[src/logic/tcdm_pkg.sv]
// shared sizes and request types of the TCDM subsystem
package tcdm_pkg;

  // four masters share four banks, one arbiter per bank
  localparam int unsigned NUM_MASTERS = 4;
  localparam int unsigned NUM_BANKS = 4;

  // each bank holds 256 words of 32 bits
  localparam int unsigned BANK_WORDS = 256;
  localparam int unsigned DATA_W = 32;

  // one byte enable per byte lane of the data word
  localparam int unsigned BYTE_W = 8;
  localparam int unsigned BE_W = DATA_W / BYTE_W;

  // the word address splits into bank select and bank-local index
  localparam int unsigned BANK_SEL_W = $clog2(NUM_BANKS);
  localparam int unsigned BANK_ADDR_W = $clog2(BANK_WORDS);
  localparam int unsigned ADDR_W = BANK_SEL_W + BANK_ADDR_W;

  // the map is word interleaved, so the lowest bits pick the bank
  // and the bits above them index the word inside that bank
  localparam int unsigned BANK_SEL_LSB = 0;
  localparam int unsigned BANK_ADDR_LSB = BANK_SEL_W;

  // width of a master index, used by the round-robin pointer
  localparam int unsigned MASTER_IDX_W = $clog2(NUM_MASTERS);

  // request as issued by a master, with the global word address
  typedef struct packed {
    logic              we;
    logic [ADDR_W-1:0] addr;
    logic [DATA_W-1:0] wdata;
    logic [BE_W-1:0]   be;
  } tcdm_req_t;

  // request as seen by a bank, the bank select bits already stripped
  typedef struct packed {
    logic                   we;
    logic [BANK_ADDR_W-1:0] addr;
    logic [DATA_W-1:0]      wdata;
    logic [BE_W-1:0]        be;
  } bank_req_t;

endpackage

[src/logic/tcdm_port_ctrl.sv]
`timescale 1ns/10ps

// per-master controller for the four-phase req/ack handshake
// it turns one master transfer into one bank access and runs the ack phases
module tcdm_port_ctrl (
  input  logic                              clk_i,
  input  logic                              rst_i,
  input  logic                              req_i,
  input  tcdm_pkg::tcdm_req_t               req_data_i,
  output logic                              ack_o,
  output logic [tcdm_pkg::DATA_W-1:0]       rdata_o,
  output logic [tcdm_pkg::NUM_BANKS-1:0]    bank_valid_o,
  output tcdm_pkg::bank_req_t               bank_req_o,
  input  logic [tcdm_pkg::NUM_BANKS-1:0]    gnt_i,
  input  logic [tcdm_pkg::NUM_BANKS-1:0]    rvalid_i,
  input  logic [tcdm_pkg::DATA_W-1:0]       bank_rdata_i [tcdm_pkg::NUM_BANKS]
);

  // idle waits for req, request holds the bank valid until granted,
  // wait_rsp waits for the bank's rvalid, ack holds ack while req is high
  // and release keeps ack low for one cycle before the next transfer
  typedef enum logic [2:0] {
    ST_IDLE,
    ST_REQUEST,
    ST_WAIT_RSP,
    ST_ACK,
    ST_RELEASE
  } state_e;

  state_e state_q;
  state_e state_d;

  // request latched when the transfer starts, stable for its whole length
  tcdm_pkg::tcdm_req_t req_q;

  // address split of the latched request
  logic [tcdm_pkg::BANK_SEL_W-1:0]  bank_sel;
  logic [tcdm_pkg::BANK_ADDR_W-1:0] bank_addr;

  // grant and response of our own bank
  logic granted;
  logic responded;

  // read data returned to the master
  logic [tcdm_pkg::DATA_W-1:0] rdata_q;

  assign bank_sel = req_q.addr[tcdm_pkg::BANK_SEL_LSB +: tcdm_pkg::BANK_SEL_W];
  assign bank_addr = req_q.addr[tcdm_pkg::BANK_ADDR_LSB +: tcdm_pkg::BANK_ADDR_W];

  assign granted = gnt_i[bank_sel];
  assign responded = rvalid_i[bank_sel];

  // next state logic
  always_comb begin
    state_d = state_q;
    case (state_q)
      ST_IDLE: begin
        if (req_i) begin
          state_d = ST_REQUEST;
        end
      end
      ST_REQUEST: begin
        // the grant comes in the same cycle when the bank is free
        if (granted) begin
          state_d = ST_WAIT_RSP;
        end
      end
      ST_WAIT_RSP: begin
        if (responded) begin
          state_d = ST_ACK;
        end
      end
      ST_ACK: begin
        // a master that keeps req high keeps ack high too
        if (!req_i) begin
          state_d = ST_RELEASE;
        end
      end
      ST_RELEASE: begin
        state_d = ST_IDLE;
      end
      default: begin
        state_d = ST_IDLE;
      end
    endcase
  end

  always_ff @(posedge clk_i) begin
    if (rst_i) begin
      state_q <= ST_IDLE;
    end else begin
      state_q <= state_d;
    end
  end

  // the payload is captured when req is first seen high
  always_ff @(posedge clk_i) begin
    if (state_q == ST_IDLE && req_i) begin
      req_q <= req_data_i;
    end
  end

  // read data is taken from our own bank in the rvalid cycle
  // a write leaves the previous read value in place
  always_ff @(posedge clk_i) begin
    if (state_q == ST_WAIT_RSP && responded && !req_q.we) begin
      rdata_q <= bank_rdata_i[bank_sel];
    end
  end

  // one-hot valid towards the arbiters, only the selected bank is asked
  always_comb begin
    for (int unsigned b = 0; b < tcdm_pkg::NUM_BANKS; b++) begin
      bank_valid_o[b] = (state_q == ST_REQUEST) &&
                        (bank_sel == tcdm_pkg::BANK_SEL_W'(b));
    end
  end

  // bank side payload with the bank-local word index
  always_comb begin
    bank_req_o.we = req_q.we;
    bank_req_o.addr = bank_addr;
    bank_req_o.wdata = req_q.wdata;
    bank_req_o.be = req_q.be;
  end

  assign ack_o = (state_q == ST_ACK);
  assign rdata_o = rdata_q;

endmodule

[config.mk]
export PLATFORM = sky130hd
export DESIGN_NAME = tcdm_port_ctrl
export DESIGN_NICKNAME = d
export VERILOG_FILES = /design/src/logic/tcdm_pkg.sv /design/src/logic/tcdm_port_ctrl.sv
export SDC_FILE = /design/constraint.sdc
export NUM_CORES = 1
export LEC_CHECK = 0
export BUFFER_PORTS_ARGS = -buffer_cell sky130_fd_sc_hd__buf_2
export CAP_MARGIN = 20
export CORE_AREA = 2 2 105 107
export CTS_CLUSTER_DIAMETER = 80
export DETAILED_ROUTE_END_ITERATION = 12
export DIE_AREA = 0 0 107 109
export PLACE_DENSITY = 0.68
export REMOVE_ABC_BUFFERS = 1
export SLEW_MARGIN = 20
export SYNTH_ARGS = -nofsm -noshare
export SYNTH_HDL_FRONTEND = slang
export SYNTH_SLANG_ARGS = --single-unit
[constraint.sdc]
create_clock -name clk_i -period 2.5 [get_ports clk_i]
set_input_delay 0.25 -clock clk_i [delete_from_list [all_inputs] [get_ports clk_i]]
set_output_delay 0.25 -clock clk_i [all_outputs]
set_load 0.02 [all_outputs]
==> metrics.md <==
| Metric | Value |
|---|---|
| Worst R2R End | rdata_o[29] |
| Vias | 2669 |
| Total routed wirelength | 10.34 mm |
| Critical Path RT | 2250 ps |
| Area contributors post-synth | edfxtp_1, mux4_2, dfxtp_1 |
| Clk root buf | clkbuf_8 |
| Worst path arrival time | 1640 ps |
| Synth top cells by count | edfxtp_1, mux4_2, nor2_1, buf_2, mux2i_1 |
| Cts hold-fix bufs | 0 |
| Mapped Area | 3452 um2 |
| Share of flip-flops with an asynchronous set or reset | 0% |
| Max-Cap Viols | 0 |
| Avg Inst Size Synth | 21.58 um2 |
| Final ANT Viol Nets | 0 |
| Share of cells above drive strength 1 | 73.58% |
| Pint | 2.694 mW |
| Worst R2R Path Depth | 4 |
| Warnings, synthesis | 0 |
| Grt total ovfl | 0 |
| Die Ht | 109 um |
| Vias/cell | 4.602 |
| Yosys reg bits | 82 |
| Initial antenna violation count | 2 |
| Top cell type's share of synthesized area | 68.72% |
| GRT Total Usage | 16.72% |
| First-pass GRT wire length | 14.19 mm |
| Area leader, netlist | edfxtp_1 |
| Worst setup SP type | flip-flop |
| LEAKAGE | 2.238 nW |
| Reg2Reg Launch Point | bank_sel[1] |
| Die area | 11660 um2 |
| Net Sw Frac | 30.09% |
| Tightest Pin Transition | 573.2 ps |
| Drt first-iter violations | 99 |
| CP Max Fanout | 25 |
| Area Overhead vs Synth | 49.08% |
| Clk sink count | 82 |
| Final HPWL DP | 8.313 mm |
| Worst Setup End Kind | output pin |
| Worst-case clock buffer depth | 2 |
| Number of synthesized flops with an enable pin | 79 |
| Clock latency on the worst-skew pair | 340 ps |
| Sequential share of power | 47.9% |
| Post-CTS Repair Setup Buffers | 0 |
| DRC | 0 |
| I/O pins | 268 |
| Num CTS Buffers | 9 |
| Final cycle utilization of the critical path | 75.54% |
| Min-delay worst type | primary input to flip-flop |
| Top-count cell post-synth | edfxtp_1 |
| Row count | 38 |
| RSZ-0062 raised after global routing | no |
| Cells after synthesis | 160 |
| H-tree lvl count | 3 |
| Routed len/inst | 17.83 um |
| Core Region | 10600 um2 |
| Width of the chip | 107 um |
| Pin count of the biggest net entering global routing | 45 |
| Detailed Routing Iterations Pass 1 | 4 |
| Port Buffer Count | 267 |
| Min Tclk post-route | 1888 ps |
| Worst setup startpoint | bank_sel[1] |
| Crit path to | bank_valid_o[2] |
| Final Max Slew Viols | 0 |
| Area after DPL | 4952 um2 |
| Clock-pin slew on the worst setup and hold paths | 80 ps |
| Synth Flop Type | edfxtp_1 |
| Worst vdd ir | 0.3834 mV |
| Number of hold violations in the final report | 0 |
| Post-synth cell types | 25 |
| Worst relative slew slack | 61.78% |
| CTS tree | built |
| Logic pwr share | 27.8% |
| Peak Freq | 529.5 MHz |
| Setup WS pre-CTS | 745.9 ps |
| Crit Path Class | flip-flop to output pin |
| Number of global-route vias before repair | 2658 |
| Fin Hold WS | 73.80 ps |
| Post-cts resize count | 0 |
| Final setup fails | 0 |
| R2r setup slk | 740 ps |
| NetSw | 1.159 mW |
| P per Cell Area | 748.7 nW/um2 |
| Clk pwr share | 24.3% |
| Status | complete, no violations |
| Final net count | 620 |
| Routability Congestion | 0.8625 |
| Final worst setup slack | 611.6 ps |
| Final Cell Area | 5146 um2 |
| Sequential share of the synthesized area | 70.46% |
| Starting Density | 32.56% |
| Post-route clock skew | 9.382 ps |
==> worst max-delay path, stage by stage, from the launching register on <==
cell and delay [ps]:
edfxtp_1 460, buf_4 360, nor4b_1 250, buf_2 210
==> sequential cells by signal (all words and copies together) (netlist names) <==
signal and cells:
bank_req_o 45, rdata_o 32, bank_sel 2, state_q 3
==> per-layer routing <==
metal / wire length, um / global-route usage, % / vias to the layer above
met1: 3891 / 19.69 / 1307
met5: 13 / 0 / -
met2: 5431 / 29.12 / 120
met4: 141 / 6.772 / 2
met3: 865 / 4.543 / 11
li1: - / - / 1229
==> worst min-delay path by stage <==
stage | from | endpoint | slack (ps) | cells after the start
finish | req_data_i[35] | bank_req_o[35] | 70 | 1
floorplan | rst_i | state_q[1] | 320 | 1
detailed placement | req_data_i[35] | bank_req_o[35] | 430 | 1
CTS | req_data_i[22] | bank_req_o[22] | 50 | 1
global route | req_data_i[35] | bank_req_o[35] | 50 | 1
global placement | req_data_i[39] | bank_req_o[37] | 430 | 1
==> kinds of logic after synthesis <==
family	count (synthesis)	share of synthesized area [%]
muxes	37	22.33
and+or+nand+nor	24	4.350
buffers and inverters	13	2.030
DFF	82	70.46
AOI/OAI and AO/OA	4	0.8334
==> stage by stage <==
step                      instances  TNS, ps  util (%)  total power [mW]
after floorplan                 150   -18980         -             2.544
after global placement          563        0     46.71             2.929
after detailed placement        563        0     46.71             2.967
after CTS                       579        0     48.51             3.915
after global routing            579        0     48.51             4.033
final                           580        0     48.54             3.853
==> area by class of cell <==
| class | count | area [um2] |
|---|---|---|
| clock buffer | 9 | 123.9 |
| inverter | 3 | 11.26 |
| multi-input combinational | 65 | 952.2 |
| clock inverter | 7 | 67.56 |
| timing repair buffer | 273 | 1381 |
| fill | 951 | 5456 |
| sequential | 82 | 2432 |
| tap | 140 | 175.2 |
| antenna | 1 | 2.502 |
==> cell usage in the layout, fill, tap and decap left out, types with 2 or more instances in the layout <==
cell and count:
nand2_1 2, dfxtp_1 3, nor2_1 6, clkbuf_8 9, nand2b_1 3, mux4_2 32
inv_1 3, nor4_1 3, mux2i_1 5, clkinv_1 2, edfxtp_1 79, buf_4 6
buf_2 267
==> power by group through the flow <==
stage	Combinational [mW]	Sequential [mW]	Clock (mW)
after floorplan	0.391	2.15	0
after global placement	1.06	1.87	0
after detailed placement	1.09	1.88	0
after CTS	1.09	1.85	0.979
after global routing	1.15	1.86	1.02
final	1.07	1.85	0.936
(Power assumes the default switching activity.)
