### config.mk
export PLATFORM = sky130hd
export DESIGN_NAME = tcdm_bank_arbiter
export DESIGN_NICKNAME = d
export VERILOG_FILES = /design/src/logic/tcdm_pkg.sv /design/src/logic/tcdm_bank_arbiter.sv
export SDC_FILE = /design/constraint.sdc
export NUM_CORES = 1
export LEC_CHECK = 0
export BUFFER_PORTS_ARGS = -buffer_cell sky130_fd_sc_hd__buf_2
export CAP_MARGIN = 20
export CORE_AREA = 2 2 94 96
export DETAILED_ROUTE_END_ITERATION = 8
export DIE_AREA = 0 0 96 98
export HOLD_SLACK_MARGIN = 0.06
export MAX_ROUTING_LAYER = met4
export PLACE_DENSITY_LB_ADDON = 0.05
export SETUP_SLACK_MARGIN = 0.2
export SYNTH_ARGS = -nofsm -noshare
export SYNTH_HDL_FRONTEND = slang
export SYNTH_SLANG_ARGS = --single-unit
export TNS_END_PERCENT = 30
### constraint.sdc
create_clock -name clk_i -period 1.8 [get_ports clk_i]
set_input_delay 0 -clock clk_i [delete_from_list [all_inputs] [get_ports clk_i]]
set_output_delay 0 -clock clk_i [all_outputs]
set_load 0.02 [all_outputs]
### src/logic/tcdm_pkg.sv
// shared sizes and request types of the TCDM subsystem
package tcdm_pkg;

  // four masters share four banks, one arbiter per bank
  localparam int unsigned NUM_MASTERS = 4;
  localparam int unsigned NUM_BANKS = 4;

  // each bank holds 256 words of 32 bits
  localparam int unsigned BANK_WORDS = 256;
  localparam int unsigned DATA_W = 32;

  // one byte enable per byte lane of the data word
  localparam int unsigned BYTE_W = 8;
  localparam int unsigned BE_W = DATA_W / BYTE_W;

  // the word address splits into bank select and bank-local index
  localparam int unsigned BANK_SEL_W = $clog2(NUM_BANKS);
  localparam int unsigned BANK_ADDR_W = $clog2(BANK_WORDS);
  localparam int unsigned ADDR_W = BANK_SEL_W + BANK_ADDR_W;

  // the map is word interleaved, so the lowest bits pick the bank
  // and the bits above them index the word inside that bank
  localparam int unsigned BANK_SEL_LSB = 0;
  localparam int unsigned BANK_ADDR_LSB = BANK_SEL_W;

  // width of a master index, used by the round-robin pointer
  localparam int unsigned MASTER_IDX_W = $clog2(NUM_MASTERS);

  // request as issued by a master, with the global word address
  typedef struct packed {
    logic              we;
    logic [ADDR_W-1:0] addr;
    logic [DATA_W-1:0] wdata;
    logic [BE_W-1:0]   be;
  } tcdm_req_t;

  // request as seen by a bank, the bank select bits already stripped
  typedef struct packed {
    logic                   we;
    logic [BANK_ADDR_W-1:0] addr;
    logic [DATA_W-1:0]      wdata;
    logic [BE_W-1:0]        be;
  } bank_req_t;

endpackage

### src/logic/tcdm_bank_arbiter.sv
`timescale 1ns/10ps

// round-robin arbiter in front of one bank
// the grant is combinational in the request cycle, rvalid follows one cycle later
module tcdm_bank_arbiter (
  input  logic                                clk_i,
  input  logic                                rst_i,
  input  logic [tcdm_pkg::NUM_MASTERS-1:0]    valid_i,
  input  tcdm_pkg::bank_req_t                 req_i [tcdm_pkg::NUM_MASTERS],
  output logic [tcdm_pkg::NUM_MASTERS-1:0]    gnt_o,
  output logic [tcdm_pkg::NUM_MASTERS-1:0]    rvalid_o,
  output logic                                bank_req_o,
  output logic                                bank_we_o,
  output logic [tcdm_pkg::BANK_ADDR_W-1:0]    bank_addr_o,
  output logic [tcdm_pkg::DATA_W-1:0]         bank_wdata_o,
  output logic [tcdm_pkg::BE_W-1:0]           bank_be_o
);

  // master with the highest priority in this cycle
  logic [tcdm_pkg::MASTER_IDX_W-1:0] rr_ptr_q;

  // master that wins the bank in this cycle
  logic [tcdm_pkg::MASTER_IDX_W-1:0] winner;

  // at least one master wants this bank
  logic any_valid;

  // payload of the winning master
  tcdm_pkg::bank_req_t win_req;

  assign any_valid = |valid_i;

  // search from the pointer upwards and wrap around
  // the first valid master found is the winner
  always_comb begin : pick_winner
    logic        found;
    int unsigned idx;
    found = 1'b0;
    idx = 0;
    winner = rr_ptr_q;
    for (int unsigned i = 0; i < tcdm_pkg::NUM_MASTERS; i++) begin
      idx = (32'(rr_ptr_q) + i) % tcdm_pkg::NUM_MASTERS;
      if (!found && valid_i[idx]) begin
        found = 1'b1;
        winner = tcdm_pkg::MASTER_IDX_W'(idx);
      end
    end
  end

  // one-hot grant, all zero when nobody requests
  always_comb begin
    for (int unsigned m = 0; m < tcdm_pkg::NUM_MASTERS; m++) begin
      gnt_o[m] = any_valid && (winner == tcdm_pkg::MASTER_IDX_W'(m));
    end
  end

  // the winner's payload goes straight to the bank
  assign win_req = req_i[winner];

  assign bank_req_o = any_valid;
  assign bank_we_o = win_req.we;
  assign bank_addr_o = win_req.addr;
  assign bank_wdata_o = win_req.wdata;
  assign bank_be_o = win_req.be;

  // the pointer moves one past the winner at the grant edge
  // so the winner gets the lowest priority next time
  always_ff @(posedge clk_i) begin
    if (rst_i) begin
      rr_ptr_q <= '0;
    end else if (any_valid) begin
      if (winner == tcdm_pkg::MASTER_IDX_W'(tcdm_pkg::NUM_MASTERS - 1)) begin
        rr_ptr_q <= '0;
      end else begin
        rr_ptr_q <= winner + tcdm_pkg::MASTER_IDX_W'(1);
      end
    end
  end

  // rvalid is the grant delayed by one register
  // it marks the cycle in which the bank output holds the winner's read data
  always_ff @(posedge clk_i) begin
    if (rst_i) begin
      rvalid_o <= '0;
    end else begin
      rvalid_o <= gnt_o;
    end
  end

endmodule

==> qor.txt <==
=================================================================================
PortBufs ...........................................................          239
Violations in the final reports .................................... setup timing
Synthesis Warnings .................................................            0
Met3 track demand over resource ....................................       0.0208
Share of the synthesized area in the top cell type .................        0.715
Post-synth cell types ..............................................           24
Ports ..............................................................          240
Setup violations, final ............................................           47
Average footprint of a synthesized cell ............................    9.85 um^2
Synthesized Nets ...................................................          378
RePlAce Congestion .................................................        0.763
All-layer global routing usage .....................................        0.155
Final instance count without filler cells ..........................          557
Antenna violations before repair ...................................            0
Via count ..........................................................         2523
Remaining DRCs .....................................................            0
Clk sinks ..........................................................            6
Required time worst endpoint .......................................      1800 ps
Logic pwr share ....................................................        0.872
Per-cell routed wire length ........................................      14.0 um
Setup repair after global routing missed its margin ................          yes
Register clock-pin slew on the reported worst setup and hold paths .        40 ps
Hold Violations, Final .............................................            0
CTS root buffer .................................................... sky130_fd_sc_hd__clkbuf_8
Leakage power total ................................................      1.97 nW
Transition time at the pin with the least slew margin ..............       332 ps
Number of H-tree branching levels ..................................            1
Final ANT Viol Nets ................................................            0
Smallest setup slack after layout ..................................      -298 ps
Result of the run .................................................. complete, but fails checks
Vias in the first global route .....................................         2479
Floorplan die area .................................................    9410 um^2
Wirelength, routed .................................................      7820 um
Final worst path period need .......................................      2100 ps
Power Density ......................................................  634 nW/um^2
Max_slew headroom ..................................................        0.777
Startpoint-to-endpoint class of the critical path ..................      reg2out
Switching share of total power .....................................        0.432
Share of the core filled with cells ................................        0.517
Placed cells .......................................................          549
Area of the mapped netlist .........................................    1890 um^2
Most heavily used metal layer in global routing ....................         met2
Chip Width .........................................................        96 um
Maximum VDD drop ...................................................     0.428 mV
Starting density of the core .......................................        0.223
Most area-hungry cell type in the Yosys netlist .................... sky130_fd_sc_hd__mux2i_1
Sequential cell fraction of total power ............................        0.055
Detail Placement HPWL ..............................................      6450 um
Number of buffers created by CTS ...................................            3
Cell Int Power .....................................................      1.58 mW
Top achievable clock speed .........................................      477 MHz
Global-route wire length before repair .............................     11300 um
Element type at the critical path start ............................         flop
Top cells by area in the synthesized netlist ....................... sky130_fd_sc_hd__mux2i_1, sky130_fd_sc_hd__buf_12, sky130_fd_sc_hd__dfxtp_1
Layout cells sized above 1 .........................................        0.837
Worst Clk Skew .....................................................     0.661 ps
Number of max-capacitance violations reported ......................            0
Die Y-Extent .......................................................        98 um
Synthesis-stage register bit count .................................            6
Core outline area ..................................................    8470 um^2
Starting DRC count in detailed routing .............................           25
Post-detailed-route via-to-cell ratio ..............................         4.53
Maximum fanout along the worst path ................................           27
Total grt overflow .................................................            0
Pin count of the biggest net entering global routing ...............           28
N_diodes ...........................................................            0
Area added between synthesis and finish ............................         132%
TritonCTS clock tree ...............................................         done
Number of rows created at floorplan ................................           34
Portion of total power attributed to the clock network .............        0.073
Number of instances in the synthesized netlist .....................          192
Min-Delay Path Class ...............................................       in2reg
Crit path arrival time .............................................      2100 ps
Net count, final ...................................................          637
DRT Pass-1 Iters ...................................................            4
Worst skew pair latency ............................................       220 ps
Psw ................................................................      1.20 mW
Worst reg2reg setup slack ..........................................       160 ps
Fraction of the cycle the final worst path needs ...................         1.17
Pins over their slew limit .........................................            0
Global routing met1 resource utilization ...........................        0.160
Maximum buffer depth of the clock tree .............................            2
Met2 global-route usage ............................................        0.299
Post-synthesis sequential area ratio ...............................       0.0635
Worst setup EP type ................................................ primary output
=================================================================================
## routing by layer
metal,part of all wire,routed length (um),vias up
li1,-,-,1249
met1,0.36,2820,1125
met2,0.53,4180,140
met3,0.091,710,9
met4,0.014,108,0
met5,0,0,-
## repair_timing
action,in CTS,in global routing
endpoints found under the setup margin,50,51
endpoints found under the hold margin,6,0
gates resized for setup,56,31
hold buffers,1,0
gates cloned,1,0
buffers inserted,3,0
pin swaps,3,2
## power groups by stage
stage	logic, mW	registers (mW)	clock network [mW]
after floorplan	1.55	0.165	0
after global placement	2.13	0.152	0
after detailed placement	2.13	0.152	0
after CTS	2.36	0.152	0.211
after global routing	2.56	0.153	0.221
final	2.42	0.152	0.204
## cell type report
cell class	instances	area, um^2
Inverter	1	3.75
Tap cell	108	135
Clock buffer	3	41.3
Fill cell	773	4090
Multi-Input combinational cell	169	2400
Timing Repair Buffer	270	1680
Sequential cell	6	121
## cells in the mapped netlist
master,number
sky130_fd_sc_hd__buf_6,1
sky130_fd_sc_hd__nand3_1,1
sky130_fd_sc_hd__dfxtp_1,6
sky130_fd_sc_hd__or3_1,1
sky130_fd_sc_hd__o21a_1,1
sky130_fd_sc_hd__buf_8,1
sky130_fd_sc_hd__buf_12,6
sky130_fd_sc_hd__nor2_1,8
sky130_fd_sc_hd__bufbuf_8,3
sky130_fd_sc_hd__and2b_1,1
sky130_fd_sc_hd__buf_2,4
sky130_fd_sc_hd__and3b_1,1
sky130_fd_sc_hd__inv_1,1
sky130_fd_sc_hd__nor2b_1,2
sky130_fd_sc_hd__mux2i_1,135
sky130_fd_sc_hd__nand2_1,2
sky130_fd_sc_hd__a21oi_1,4
sky130_fd_sc_hd__nor4_1,2
sky130_fd_sc_hd__buf_4,1
sky130_fd_sc_hd__nor4_2,1
sky130_fd_sc_hd__a21oi_2,1
sky130_fd_sc_hd__nor3_1,7
sky130_fd_sc_hd__o21ai_0,1
sky130_fd_sc_hd__or2_1,1
## critical path: stages, from the launching register on
cell and delay [ps]:
sky130_fd_sc_hd__dfxtp_2 310, sky130_fd_sc_hd__and2b_2 240, sky130_fd_sc_hd__nor4_4 230, sky130_fd_sc_hd__or2_4 240, sky130_fd_sc_hd__buf_12 260, sky130_fd_sc_hd__mux2i_4 320
sky130_fd_sc_hd__mux2i_4 90, sky130_fd_sc_hd__buf_2 160
## cell families (layout without fill, tap and decap cells)
| group | Yosys count | after routing | synth area share |
|---|---|---|---|
| AO/OA/AOI/OAI | 7 | 7 | 0.0218 |
| buffers and inverters | 17 | 274 | 0.124 |
| flip-flops | 6 | 6 | 0.0635 |
| multiplexers | 135 | 135 | 0.715 |
| AND/OR/NAND/NOR | 27 | 27 | 0.0761 |
## worst paths after layout
path                                          to         from  depth (start not counted)
worst min register to register       rr_ptr_q[0]  rr_ptr_q[0]                          3
worst min-delay path                 rr_ptr_q[1]   valid_i[0]                          4
worst max-delay path            bank_wdata_o[11]  rr_ptr_q[0]                          7
worst max register to register       rvalid_o[0]  rr_ptr_q[0]                          6
## sequential cells by signal, summed over array words and instances (netlist names)
register / count
rvalid_o: 4
rr_ptr_q: 2
## stage by stage
step	setup TNS, ps	hold slack (ps)	power, mW	area [um^2]	setup slack (ps)
after global routing	-16480	257	2.93	4380	-390
after CTS	-11150	213	2.72	4260	-272
final	-11820	210	2.78	4380	-298
after global placement	-713	256	2.28	3870	-138
after floorplan	0	69.1	1.72	2470	79.3
after detailed placement	-1840	264	2.28	3870	-150
## placed cells by master, fill, tap and decap left out, types with 2 or more instances in the layout
master                     netlist  routed
sky130_fd_sc_hd__buf_2           4     233
sky130_fd_sc_hd__mux2i_4         0      52
sky130_fd_sc_hd__mux2i_1       135      42
sky130_fd_sc_hd__mux2i_2         0      41
sky130_fd_sc_hd__buf_12          6      15
sky130_fd_sc_hd__buf_4           1      14
sky130_fd_sc_hd__nor2_1          8       7
sky130_fd_sc_hd__buf_6           1       6
sky130_fd_sc_hd__dfxtp_1         6       5
sky130_fd_sc_hd__nor3_1          7       4
sky130_fd_sc_hd__a21oi_1         4       3
sky130_fd_sc_hd__clkbuf_8        0       3
sky130_fd_sc_hd__nand2_1         2       2
sky130_fd_sc_hd__nor3_2          0       2
sky130_fd_sc_hd__nor4_1          2       2
No activity file was read; power rests on OpenSTA's default activity.
